### config.mk
export PLATFORM = sky130hd
export DESIGN_NAME = id_stage
export DESIGN_NICKNAME = d
export VERILOG_FILES = /design/src/rtl/id_pkg.sv /design/src/rtl/branch_unit.sv /design/src/rtl/id_ex_reg.sv /design/src/rtl/id_stage.sv /design/src/rtl/inst_decoder.sv /design/src/rtl/operand_bypass.sv /design/src/rtl/regfile.sv
export VERILOG_INCLUDE_DIRS = /design/src /design/src/rtl
export SDC_FILE = /design/constraint.sdc
export NUM_CORES = 2
export LEC_CHECK = 0
export BUFFER_PORTS_ARGS = -buffer_cell sky130_fd_sc_hd__buf_2
export CORE_MARGIN = 8
export CORE_UTILIZATION = 45
export CTS_CLUSTER_SIZE = 24
export DETAILED_ROUTE_END_ITERATION = 6
export GPL_ROUTABILITY_DRIVEN = 0
export HOLD_SLACK_MARGIN = 0.05
export PLACE_DENSITY_LB_ADDON = 0.08
export SLEW_MARGIN = 15
export SYNTH_ARGS = -nofsm -noshare
export SYNTH_HDL_FRONTEND = slang
export SYNTH_SLANG_ARGS = --single-unit
### constraint.sdc
create_clock -name clk -period 8.8 [get_ports clk]
set_input_delay 0.88 -clock clk [delete_from_list [all_inputs] [get_ports clk]]
set_output_delay 0.88 -clock clk [all_outputs]
set_load 0.05 [all_outputs]
### src/rtl/id_defs.svh
`ifndef ID_DEFS_SVH
`define ID_DEFS_SVH

// Data and address width
`define XLEN 32

// Instruction word width
`define INST_W 32

// Register file geometry
`define REG_AW 5
`define NUM_REGS 32

// Return address register written by bl
`define LINK_REG 1

// Sequential instruction stride
`define INST_BYTES 4

`endif

### src/rtl/id_pkg.sv
`default_nettype none

`include "id_defs.svh"

package id_pkg;

  // Operation handed to execute
  typedef enum logic [4:0] {
    ALU_NOP, ALU_ADD, ALU_SUB, ALU_SLT, ALU_SLTU,
    ALU_AND, ALU_OR, ALU_NOR, ALU_XOR,
    ALU_SLL, ALU_SRL, ALU_SRA,
    ALU_LUI, ALU_PCADD, ALU_LD_W, ALU_ST_W, ALU_JUMP
  } alu_op_e;

  // Result class for the execute mux
  typedef enum logic [2:0] {
    SEL_NOP, SEL_LOGIC, SEL_SHIFT, SEL_ARITH, SEL_MOVE, SEL_LOAD_STORE, SEL_JUMP
  } alu_sel_e;

  typedef enum logic [3:0] {
    BR_NONE, BR_EQ, BR_NE, BR_LT, BR_GE, BR_LTU, BR_GEU, BR_PC_REL, BR_REG_REL
  } br_cond_e;

  typedef struct packed {
    alu_op_e            alu_op;
    alu_sel_e           alu_sel;
    logic [`REG_AW-1:0] rs1_addr;
    logic [`REG_AW-1:0] rs2_addr;
    logic               rs1_rd;
    logic               rs2_rd;
    logic [`REG_AW-1:0] waddr;
    logic               we;
    logic               is_load;
    br_cond_e           br_cond;
    logic [`XLEN-1:0]   imm;
    logic [`XLEN-1:0]   br_offset;
  } dec_t;

  typedef struct packed {
    logic               we;
    logic [`REG_AW-1:0] waddr;
    logic [`XLEN-1:0]   wdata;
  } wr_port_t;

  // Execute result, tagged when its data arrives only after memory
  typedef struct packed {
    wr_port_t wr;
    logic     is_load;
  } ex_fwd_t;

  typedef struct packed {
    logic             taken;
    logic [`XLEN-1:0] target;
  } branch_t;

  typedef struct packed {
    logic               valid;
    logic [`XLEN-1:0]   pc;
    alu_op_e            alu_op;
    alu_sel_e           alu_sel;
    logic [`XLEN-1:0]   op1;
    logic [`XLEN-1:0]   op2;
    logic [`XLEN-1:0]   st_data;
    logic [`REG_AW-1:0] waddr;
    logic               we;
  } id_ex_t;

endpackage

`default_nettype wire

### src/rtl/branch_unit.sv
`timescale 1ns/1ps
`default_nettype none

`include "id_defs.svh"

module branch_unit (
  input  id_pkg::dec_t      dec_i,
  input  logic [`XLEN-1:0]  pc_i,
  input  logic [`XLEN-1:0]  src1_i,
  input  logic [`XLEN-1:0]  src2_i,
  input  logic              inst_valid_i,
  input  logic              hazard_i,
  output id_pkg::branch_t   branch_o,
  output logic [`XLEN-1:0]  link_o
);

  logic             eq;
  logic             lt;
  logic             ltu;
  logic             cond;
  logic [`XLEN-1:0] base;

  assign eq  = (src1_i == src2_i);
  assign lt  = ($signed(src1_i) < $signed(src2_i));
  assign ltu = (src1_i < src2_i);

  always_comb
  begin
    case (dec_i.br_cond)
      id_pkg::BR_EQ:      cond = eq;
      id_pkg::BR_NE:      cond = !eq;
      id_pkg::BR_LT:      cond = lt;
      id_pkg::BR_GE:      cond = !lt;
      id_pkg::BR_LTU:     cond = ltu;
      id_pkg::BR_GEU:     cond = !ltu;
      id_pkg::BR_PC_REL:  cond = 1'b1;
      id_pkg::BR_REG_REL: cond = 1'b1;
      default:            cond = 1'b0;
    endcase
  end

  // jirl jumps relative to rj
  assign base = (dec_i.br_cond == id_pkg::BR_REG_REL) ? src1_i : pc_i;

  assign branch_o.target = base + dec_i.br_offset;
  // Wait for the load-use stall to clear before redirecting
  assign branch_o.taken  = cond && inst_valid_i && !hazard_i;

  assign link_o = pc_i + `XLEN'(`INST_BYTES);

endmodule

`default_nettype wire

### src/rtl/id_ex_reg.sv
`timescale 1ns/1ps
`default_nettype none

`include "id_defs.svh"

module id_ex_reg (
  input  logic              clk,
  input  logic              arst_n_i,
  input  logic              stall_i,
  input  logic              hazard_i,
  input  logic              inst_valid_i,
  input  logic [`XLEN-1:0]  pc_i,
  input  id_pkg::dec_t      dec_i,
  input  logic [`XLEN-1:0]  src1_i,
  input  logic [`XLEN-1:0]  src2_i,
  input  logic [`XLEN-1:0]  link_i,
  output id_pkg::id_ex_t    ex_o
);

  id_pkg::id_ex_t ex_d;
  id_pkg::id_ex_t ex_q;
  logic           is_jump;
  logic           is_store;

  assign is_jump  = (dec_i.alu_sel == id_pkg::SEL_JUMP);
  assign is_store = (dec_i.alu_op == id_pkg::ALU_ST_W);

  always_comb
  begin
    ex_d.valid   = inst_valid_i && !hazard_i;
    ex_d.pc      = pc_i;
    ex_d.alu_op  = dec_i.alu_op;
    ex_d.alu_sel = dec_i.alu_sel;
    ex_d.waddr   = dec_i.waddr;
    ex_d.we      = dec_i.we && ex_d.valid;
    ex_d.st_data = is_store ? src2_i : '0;

    // Jumps pass the link address through the adder
    if (is_jump)
      ex_d.op1 = link_i;
    else if (dec_i.alu_op == id_pkg::ALU_PCADD)
      ex_d.op1 = pc_i;
    else if (dec_i.alu_op == id_pkg::ALU_LUI)
      ex_d.op1 = '0;
    else
      ex_d.op1 = src1_i;

    if (is_jump)
      ex_d.op2 = '0;
    else if (dec_i.rs2_rd && !is_store)
      ex_d.op2 = src2_i;
    else
      ex_d.op2 = dec_i.imm;
  end

  always_ff @(posedge clk or negedge arst_n_i)
  begin
    if (!arst_n_i)
      ex_q <= '0;
    else if (!stall_i)
      ex_q <= ex_d;
  end

  assign ex_o = ex_q;

  a_we_not_r0: assert property (
    @(posedge clk) disable iff (!arst_n_i)
    ex_o.we |-> (ex_o.waddr != '0)
  ) else $error("register write to r0 in the payload");

endmodule

`default_nettype wire

### src/rtl/id_stage.sv
`timescale 1ns/1ps
`default_nettype none

`include "id_defs.svh"

module id_stage (
  input  logic              clk,
  input  logic              arst_n_i,
  input  logic              inst_valid_i,
  input  logic [`XLEN-1:0]  pc_i,
  input  logic [`INST_W-1:0] inst_i,
  input  id_pkg::ex_fwd_t   ex_fwd_i,
  input  id_pkg::wr_port_t  mem_fwd_i,
  input  id_pkg::wr_port_t  wb_i,
  input  logic              stall_i,
  output id_pkg::id_ex_t    ex_o,
  output id_pkg::branch_t   branch_o,
  output logic              stall_o
);

  id_pkg::dec_t     dec;
  logic [`XLEN-1:0] rdata1;
  logic [`XLEN-1:0] rdata2;
  logic [`XLEN-1:0] src1;
  logic [`XLEN-1:0] src2;
  logic [`XLEN-1:0] link;
  logic             hazard;

  inst_decoder u_inst_decoder (
    .inst_i (inst_i),
    .dec_o  (dec)
  );

  regfile u_regfile (
    .clk      (clk),
    .arst_n_i (arst_n_i),
    .wb_i     (wb_i),
    .raddr1_i (dec.rs1_addr),
    .raddr2_i (dec.rs2_addr),
    .rdata1_o (rdata1),
    .rdata2_o (rdata2)
  );

  operand_bypass u_operand_bypass (
    .dec_i        (dec),
    .rdata1_i     (rdata1),
    .rdata2_i     (rdata2),
    .ex_fwd_i     (ex_fwd_i),
    .mem_fwd_i    (mem_fwd_i),
    .inst_valid_i (inst_valid_i),
    .src1_o       (src1),
    .src2_o       (src2),
    .hazard_o     (hazard)
  );

  branch_unit u_branch_unit (
    .dec_i        (dec),
    .pc_i         (pc_i),
    .src1_i       (src1),
    .src2_i       (src2),
    .inst_valid_i (inst_valid_i),
    .hazard_i     (hazard),
    .branch_o     (branch_o),
    .link_o       (link)
  );

  id_ex_reg u_id_ex_reg (
    .clk          (clk),
    .arst_n_i     (arst_n_i),
    .stall_i      (stall_i),
    .hazard_i     (hazard),
    .inst_valid_i (inst_valid_i),
    .pc_i         (pc_i),
    .dec_i        (dec),
    .src1_i       (src1),
    .src2_i       (src2),
    .link_i       (link),
    .ex_o         (ex_o)
  );

  assign stall_o = hazard;

endmodule

`default_nettype wire

### src/rtl/inst_decoder.sv
`timescale 1ns/1ps
`default_nettype none

`include "id_defs.svh"

module inst_decoder (
  input  logic [`INST_W-1:0] inst_i,
  output id_pkg::dec_t       dec_o
);

  logic [`REG_AW-1:0] rd;
  logic [`REG_AW-1:0] rj;
  logic [`REG_AW-1:0] rk;
  logic [`XLEN-1:0]   si12;
  logic [`XLEN-1:0]   ui12;
  logic [`XLEN-1:0]   ui5;
  logic [`XLEN-1:0]   si20;
  logic [`XLEN-1:0]   offs16;
  logic [`XLEN-1:0]   offs26;

  assign rd = inst_i[4:0];
  assign rj = inst_i[9:5];
  assign rk = inst_i[14:10];

  assign si12   = {{(`XLEN-12){inst_i[21]}}, inst_i[21:10]};
  assign ui12   = {{(`XLEN-12){1'b0}}, inst_i[21:10]};
  assign ui5    = {{(`XLEN-5){1'b0}}, inst_i[14:10]};
  assign si20   = {inst_i[24:5], 12'b0};
  assign offs16 = {{(`XLEN-18){inst_i[25]}}, inst_i[25:10], 2'b00};
  // b and bl keep the upper offset bits in the rj and rd fields
  assign offs26 = {{(`XLEN-28){inst_i[9]}}, inst_i[9:0], inst_i[25:10], 2'b00};

  function automatic id_pkg::alu_sel_e sel_of(input id_pkg::alu_op_e op);
    case (op)
      id_pkg::ALU_ADD, id_pkg::ALU_SUB, id_pkg::ALU_SLT, id_pkg::ALU_SLTU:
        return id_pkg::SEL_ARITH;
      id_pkg::ALU_AND, id_pkg::ALU_OR, id_pkg::ALU_NOR, id_pkg::ALU_XOR:
        return id_pkg::SEL_LOGIC;
      id_pkg::ALU_SLL, id_pkg::ALU_SRL, id_pkg::ALU_SRA:
        return id_pkg::SEL_SHIFT;
      id_pkg::ALU_LUI, id_pkg::ALU_PCADD:
        return id_pkg::SEL_MOVE;
      id_pkg::ALU_LD_W, id_pkg::ALU_ST_W:
        return id_pkg::SEL_LOAD_STORE;
      id_pkg::ALU_JUMP:
        return id_pkg::SEL_JUMP;
      default:
        return id_pkg::SEL_NOP;
    endcase
  endfunction

  always_comb
  begin
    dec_o           = '0;
    dec_o.rs1_addr  = rj;
    dec_o.rs2_addr  = rk;
    dec_o.waddr     = rd;
    dec_o.br_offset = offs16;
    case (inst_i[31:26])
      6'b000000:
      begin
        case (inst_i[25:22])
          // Three-register ops
          4'b0000:
          begin
            case (inst_i[21:15])
              7'h20: dec_o.alu_op = id_pkg::ALU_ADD;
              7'h22: dec_o.alu_op = id_pkg::ALU_SUB;
              7'h24: dec_o.alu_op = id_pkg::ALU_SLT;
              7'h25: dec_o.alu_op = id_pkg::ALU_SLTU;
              7'h28: dec_o.alu_op = id_pkg::ALU_NOR;
              7'h29: dec_o.alu_op = id_pkg::ALU_AND;
              7'h2a: dec_o.alu_op = id_pkg::ALU_OR;
              7'h2b: dec_o.alu_op = id_pkg::ALU_XOR;
              7'h2e: dec_o.alu_op = id_pkg::ALU_SLL;
              7'h2f: dec_o.alu_op = id_pkg::ALU_SRL;
              7'h30: dec_o.alu_op = id_pkg::ALU_SRA;
              default: dec_o.alu_op = id_pkg::ALU_NOP;
            endcase
          end
          // Shift by ui5
          4'b0001:
          begin
            dec_o.imm = ui5;
            case (inst_i[21:15])
              7'h01: dec_o.alu_op = id_pkg::ALU_SLL;
              7'h09: dec_o.alu_op = id_pkg::ALU_SRL;
              7'h11: dec_o.alu_op = id_pkg::ALU_SRA;
              default: dec_o.alu_op = id_pkg::ALU_NOP;
            endcase
          end
          4'b1000:
          begin
            dec_o.alu_op = id_pkg::ALU_SLT;
            dec_o.imm    = si12;
          end
          4'b1001:
          begin
            dec_o.alu_op = id_pkg::ALU_SLTU;
            dec_o.imm    = si12;
          end
          4'b1010:
          begin
            dec_o.alu_op = id_pkg::ALU_ADD;
            dec_o.imm    = si12;
          end
          // Logical immediates are zero extended
          4'b1101:
          begin
            dec_o.alu_op = id_pkg::ALU_AND;
            dec_o.imm    = ui12;
          end
          4'b1110:
          begin
            dec_o.alu_op = id_pkg::ALU_OR;
            dec_o.imm    = ui12;
          end
          4'b1111:
          begin
            dec_o.alu_op = id_pkg::ALU_XOR;
            dec_o.imm    = ui12;
          end
          default: dec_o.alu_op = id_pkg::ALU_NOP;
        endcase
        dec_o.rs1_rd = (dec_o.alu_op != id_pkg::ALU_NOP);
        dec_o.rs2_rd = dec_o.rs1_rd && (inst_i[25:22] == 4'b0000);
        dec_o.we     = dec_o.rs1_rd;
      end
      // lu12i.w and pcaddu12i
      6'b000101, 6'b000111:
      begin
        if (!inst_i[25])
        begin
          dec_o.alu_op = inst_i[27] ? id_pkg::ALU_PCADD : id_pkg::ALU_LUI;
          dec_o.imm    = si20;
          dec_o.we     = 1'b1;
        end
      end
      6'b001010:
      begin
        dec_o.imm = si12;
        case (inst_i[25:22])
          4'b0010:
          begin
            dec_o.alu_op  = id_pkg::ALU_LD_W;
            dec_o.rs1_rd  = 1'b1;
            dec_o.we      = 1'b1;
            dec_o.is_load = 1'b1;
          end
          // Store data comes from rd
          4'b0110:
          begin
            dec_o.alu_op   = id_pkg::ALU_ST_W;
            dec_o.rs1_rd   = 1'b1;
            dec_o.rs2_rd   = 1'b1;
            dec_o.rs2_addr = rd;
          end
          default: dec_o.alu_op = id_pkg::ALU_NOP;
        endcase
      end
      // jirl
      6'b010011:
      begin
        dec_o.alu_op  = id_pkg::ALU_JUMP;
        dec_o.br_cond = id_pkg::BR_REG_REL;
        dec_o.rs1_rd  = 1'b1;
        dec_o.we      = 1'b1;
      end
      6'b010100, 6'b010101:
      begin
        dec_o.alu_op    = id_pkg::ALU_JUMP;
        dec_o.br_cond   = id_pkg::BR_PC_REL;
        dec_o.br_offset = offs26;
        // bl links through r1
        dec_o.we        = inst_i[26];
        dec_o.waddr     = `REG_AW'(`LINK_REG);
      end
      6'b010110, 6'b010111, 6'b011000, 6'b011001, 6'b011010, 6'b011011:
      begin
        dec_o.alu_op   = id_pkg::ALU_JUMP;
        dec_o.rs1_rd   = 1'b1;
        dec_o.rs2_rd   = 1'b1;
        dec_o.rs2_addr = rd;
        case (inst_i[28:26])
          3'b110: dec_o.br_cond = id_pkg::BR_EQ;
          3'b111: dec_o.br_cond = id_pkg::BR_NE;
          3'b000: dec_o.br_cond = id_pkg::BR_LT;
          3'b001: dec_o.br_cond = id_pkg::BR_GE;
          3'b010: dec_o.br_cond = id_pkg::BR_LTU;
          default: dec_o.br_cond = id_pkg::BR_GEU;
        endcase
      end
      default: dec_o.alu_op = id_pkg::ALU_NOP;
    endcase
    dec_o.alu_sel = sel_of(dec_o.alu_op);
    if (dec_o.waddr == '0)
      dec_o.we = 1'b0;
  end

endmodule

`default_nettype wire

### src/rtl/operand_bypass.sv
`timescale 1ns/1ps
`default_nettype none

`include "id_defs.svh"

module operand_bypass (
  input  id_pkg::dec_t      dec_i,
  input  logic [`XLEN-1:0]  rdata1_i,
  input  logic [`XLEN-1:0]  rdata2_i,
  input  id_pkg::ex_fwd_t   ex_fwd_i,
  input  id_pkg::wr_port_t  mem_fwd_i,
  input  logic              inst_valid_i,
  output logic [`XLEN-1:0]  src1_o,
  output logic [`XLEN-1:0]  src2_o,
  output logic              hazard_o
);

  logic ex_hit1;
  logic ex_hit2;

  function automatic logic hits(input id_pkg::wr_port_t wr, input logic [`REG_AW-1:0] addr);
    return wr.we && (wr.waddr == addr) && (addr != '0);
  endfunction

  // Youngest write wins
  function automatic logic [`XLEN-1:0] pick(input logic [`REG_AW-1:0] addr,
                                             input logic [`XLEN-1:0]  rf_data,
                                             input id_pkg::ex_fwd_t   ex_fwd,
                                             input id_pkg::wr_port_t  mem_fwd);
    if (hits(ex_fwd.wr, addr))
      return ex_fwd.wr.wdata;
    else if (hits(mem_fwd, addr))
      return mem_fwd.wdata;
    else
      return rf_data;
  endfunction

  assign src1_o = dec_i.rs1_rd ? pick(dec_i.rs1_addr, rdata1_i, ex_fwd_i, mem_fwd_i) : rdata1_i;
  assign src2_o = dec_i.rs2_rd ? pick(dec_i.rs2_addr, rdata2_i, ex_fwd_i, mem_fwd_i) : rdata2_i;

  assign ex_hit1 = dec_i.rs1_rd && hits(ex_fwd_i.wr, dec_i.rs1_addr);
  assign ex_hit2 = dec_i.rs2_rd && hits(ex_fwd_i.wr, dec_i.rs2_addr);

  // Load data is not ready until memory
  assign hazard_o = inst_valid_i && ex_fwd_i.is_load && (ex_hit1 || ex_hit2);

  always_comb
  begin
    a_no_fwd_r0: assert final (
      !(ex_fwd_i.wr.we === 1'b1 && ex_fwd_i.wr.waddr === '0) &&
      !(mem_fwd_i.we === 1'b1 && mem_fwd_i.waddr === '0)
    ) else $error("forwarding write targets r0");
  end

endmodule

`default_nettype wire

### src/rtl/regfile.sv
`timescale 1ns/1ps
`default_nettype none

`include "id_defs.svh"

module regfile (
  input  logic                clk,
  input  logic                arst_n_i,
  input  id_pkg::wr_port_t    wb_i,
  input  logic [`REG_AW-1:0]  raddr1_i,
  input  logic [`REG_AW-1:0]  raddr2_i,
  output logic [`XLEN-1:0]    rdata1_o,
  output logic [`XLEN-1:0]    rdata2_o
);

  logic [`XLEN-1:0] regs_q [`NUM_REGS];
  logic             wr_en;

  // r0 is hardwired to zero
  assign wr_en = wb_i.we && (wb_i.waddr != '0);

  always_ff @(posedge clk or negedge arst_n_i)
  begin
    if (!arst_n_i)
    begin
      for (int i = 0; i < `NUM_REGS; i++)
        regs_q[i] <= '0;
    end
    else if (wr_en)
    begin
      regs_q[wb_i.waddr] <= wb_i.wdata;
    end
  end

  // Writeback data seen in the same cycle
  assign rdata1_o = (wr_en && wb_i.waddr == raddr1_i) ? wb_i.wdata : regs_q[raddr1_i];
  assign rdata2_o = (wr_en && wb_i.waddr == raddr2_i) ? wb_i.wdata : regs_q[raddr2_i];

  a_wb_addr_known: assert property (
    @(posedge clk) disable iff (!arst_n_i)
    wb_i.we |-> !$isunknown(wb_i.waddr)
  ) else $error("writeback with unknown address");

endmodule

`default_nettype wire

==> metrics <==
share of layout cells above drive strength 1 0.380; Slew HR 0.0598; Hold Path Class register to register; Slew Viols, Final 0; DRT iter0 DRCs about 8,000; Max-Cap Viols 0; Seq/Total Area, Yosys 0.424; antenna violations before repair 28; placed insts approximately 8,100; worst-path fanout max 17; DIE HEIGHT a little over 400 µm; DR DRC count 0; GRT Residual Overflow 0; Die X a little over 400 µm; Fmax approximately 0.12 GHz; TritonCTS Buffers 140; clock latency on the worst-skew pair around 790 ps; Critical Path Max Stage Delay 540 ps; Area Growth Syn to Fin 13.7%; setup_tns 0 ps; P_int 11.8 mW; clock root buffer clkbuf_16; Combinational Power Share 0.256; Clk network pwr share 0.341; ys async rst share 1.00; Syn Nets ~6,200; final hold vios 0; RSZ-0062 raised after global routing false; total number of vias just under 60,000; row count roughly 140; Mapped Area roughly 69,000 µm²; Avg Cell Area, Syn about 12 µm²; CTS tree done; CTS H-tree lvls 4; vias in the first global route approximately 56,000; via/cell ratio 6.91; # setup viols final 0; Setup CP Type input port to primary output; IO buf count roughly 360; Synth Register Bits 1,167; Cell variety after synth 107; Switch Pwr 5.72 mW; average wire per standard cell between 30 and 40 µm; crit path capture type primary output; Clk pin slew, worst setup/hold paths roughly 50 ps; crit path time final between 8000 and 9000 ps; Max Root-Sink Buffers 3; CP most frequent cell o211ai_1; required time of the critical path 7920 ps; ratio of final minimum period to clock period 0.987; PD cells approximately 220 nW/µm²; Reg power frac 0.403; Worst VDD drop around 0.21 mV; Total GRT Usage 0.360; leak pwr 34.4 nW; drt first pass iters 6; largest net degree at the start of global routing roughly 180; ANT nets after route 0; # IOs between 300 and 400; Net Sw Frac 0.326; die footprint ~170,000 µm²; clock skew ~24 ps; CORE AREA between 150,000 and 200,000 µm²; yosys warns 0; Post-synth EDFFs 0; Total Routed Length between 300,000 and 400,000 µm; final net count 6,428; CP max stage cell nand2_2; critical path startpoint category input port; status finished clean; ys flop type dfrtp_1; Initial Util 0.453; Worst-Margin Slew about 1400 ps; Clock Sinks 1,167; fillers 13,600; first-pass GRT wire length approximately 440,000 µm; Post-Syn Instances 5,981; # resized after CTS 0; Non-Filler Instances 8,339; arrival time worst endpoint between 7000 and 8000 ps; Final HPWL DP between 200,000 and 250,000 µm
## kinds of logic after synthesis
| kind of cell | after synthesis | synth area share |
|---|---|---|
| multiplexers | 1582 | 0.311 |
| buffers and inverters | 637 | 0.0404 |
| XOR/XNOR | 69 | 0.00877 |
| flip-flops | 1167 | 0.424 |
| adder cells (fa/ha/maj) | 65 | 0.0119 |
| AND/OR/NAND/NOR | 1348 | 0.0924 |
| AO/OA/AOI/OAI | 1113 | 0.112 |
## sequential cells by signal, indices dropped and copies added, names as in the netlist
signal	cells
u_id_ex_reg.ex_o	143
u_regfile.regs_q	1024
## cell usage in the layout, fill, tap and decap left out, types with 42 or more instances in the layout
| master | n |
|---|---|
| a211oi_1 | 149 |
| a21oi_1 | 147 |
| a22oi_1 | 42 |
| a31oi_1 | 86 |
| and3_1 | 161 |
| buf_2 | 350 |
| buf_4 | 279 |
| clkbuf_16 | 143 |
| dfrtp_1 | 1167 |
| ha_1 | 64 |
| mux2_2 | 1068 |
| mux2i_1 | 173 |
| mux4_2 | 339 |
| nand2_1 | 638 |
| nand3_1 | 128 |
| nand4_1 | 47 |
| nor2_1 | 134 |
| nor3_1 | 48 |
| o21ai_0 | 213 |
| o22ai_1 | 52 |
## metrics by stage
step	area [µm²]	utilization	hold WS [ps]	power, mW	setup WS, ps
final	78300	0.515	392	17.6	113
after detailed placement	73600	0.484	380	11.5	282
after CTS	78200	0.515	346	17.5	250
after global placement	73600	0.484	375	11.4	213
after global routing	78300	0.515	395	18.2	28.2
after floorplan	68900	-	438	9.85	1570
## power groups by stage
stage | clock, mW | combinational [mW] | sequential [mW]
floorplan | 0 | 2.77 | 7.08
global placement | 0 | 4.35 | 7.09
detailed placement | 0 | 4.41 | 7.13
CTS | 6.04 | 4.42 | 7.04
global route | 6.26 | 4.73 | 7.18
finish | 5.98 | 4.49 | 7.08
## worst max-delay path: cells and delay by family
| family | cells | cell delay, ps |
|---|---|---|
| buf+inv | 5 | 1310 |
| compound gates | 12 | 2790 |
| simple gates | 7 | 2540 |
| fa+ha+maj | 1 | 270 |
## metal layers
layer	track usage	share of wire	up-vias
met5	0	0.00021	-
met4	0.212	0.071	10
met3	0.103	0.11	932
met2	0.537	0.44	3757
met1	0.468	0.39	29900
li1	-	-	23000
## area by class of cell
type	instances	area, µm²	share of cell area
diodes	18	45.0	0.000575
clock buffers	216	4190	0.0535
clock inverters	37	483	0.00617
inverters	29	114	0.00145
multi-input cells	4177	37200	0.475
flip-flops and latches	1167	29200	0.373
well taps	2030	2540	0.0324
repair buffers	665	4530	0.0579
## final timing paths
check	end	from	depth (start not counted)	slack (ps)
min in group asynchronous	u_id_ex_reg.ex_o[127]	arst_n_i	2	660
setup reg to reg	u_id_ex_reg.ex_o[88]	u_regfile.regs_q[722]	8	5280
setup / recovery	branch_o[32]	inst_i[29]	25	110
hold / removal	u_regfile.regs_q[1013]	u_regfile.regs_q[1013]	0	390
hold reg to reg	u_regfile.regs_q[1013]	u_regfile.regs_q[1013]	0	390
max in group asynchronous	u_regfile.regs_q[659]	arst_n_i	4	6080
## cells in the mapped netlist, drive strengths merged (21+ instances only)
| cell | instances | share of area |
|---|---|---|
| a221oi | 25 | 0.0034 |
| a21o | 38 | 0.0041 |
| a211oi | 153 | 0.017 |
| o21ai | 239 | 0.018 |
| inv | 29 | 0.0016 |
| mux2 | 1068 | 0.17 |
| clkbuf | 378 | 0.021 |
| nand2b | 30 | 0.0027 |
| o211ai | 33 | 0.0039 |
| a31oi | 87 | 0.0079 |
| nand2 | 655 | 0.036 |
| o22ai | 54 | 0.0049 |
| xor2 | 32 | 0.0041 |
| o31ai | 40 | 0.0045 |
| o221ai | 26 | 0.0033 |
| nand3 | 129 | 0.0094 |
| mux2i | 175 | 0.025 |
| a21oi | 153 | 0.011 |
| nor2 | 155 | 0.0089 |
| nor3 | 52 | 0.0040 |
| a2111oi | 21 | 0.0028 |
| nand4 | 47 | 0.0043 |
| a22oi | 42 | 0.0046 |
| a32oi | 24 | 0.0031 |
| mux4 | 339 | 0.11 |
| buf | 230 | 0.018 |
| xnor2 | 37 | 0.0047 |
| and3 | 163 | 0.015 |
| ha | 64 | 0.012 |
| dfrtp | 1167 | 0.42 |
## repair_timing
item,CTS,global route
endpoints found under the hold margin,27,0
endpoints found under the setup margin,0,1
hold buffers,1,0
buffers inserted,0,4
(Power assumes the default switching activity.)
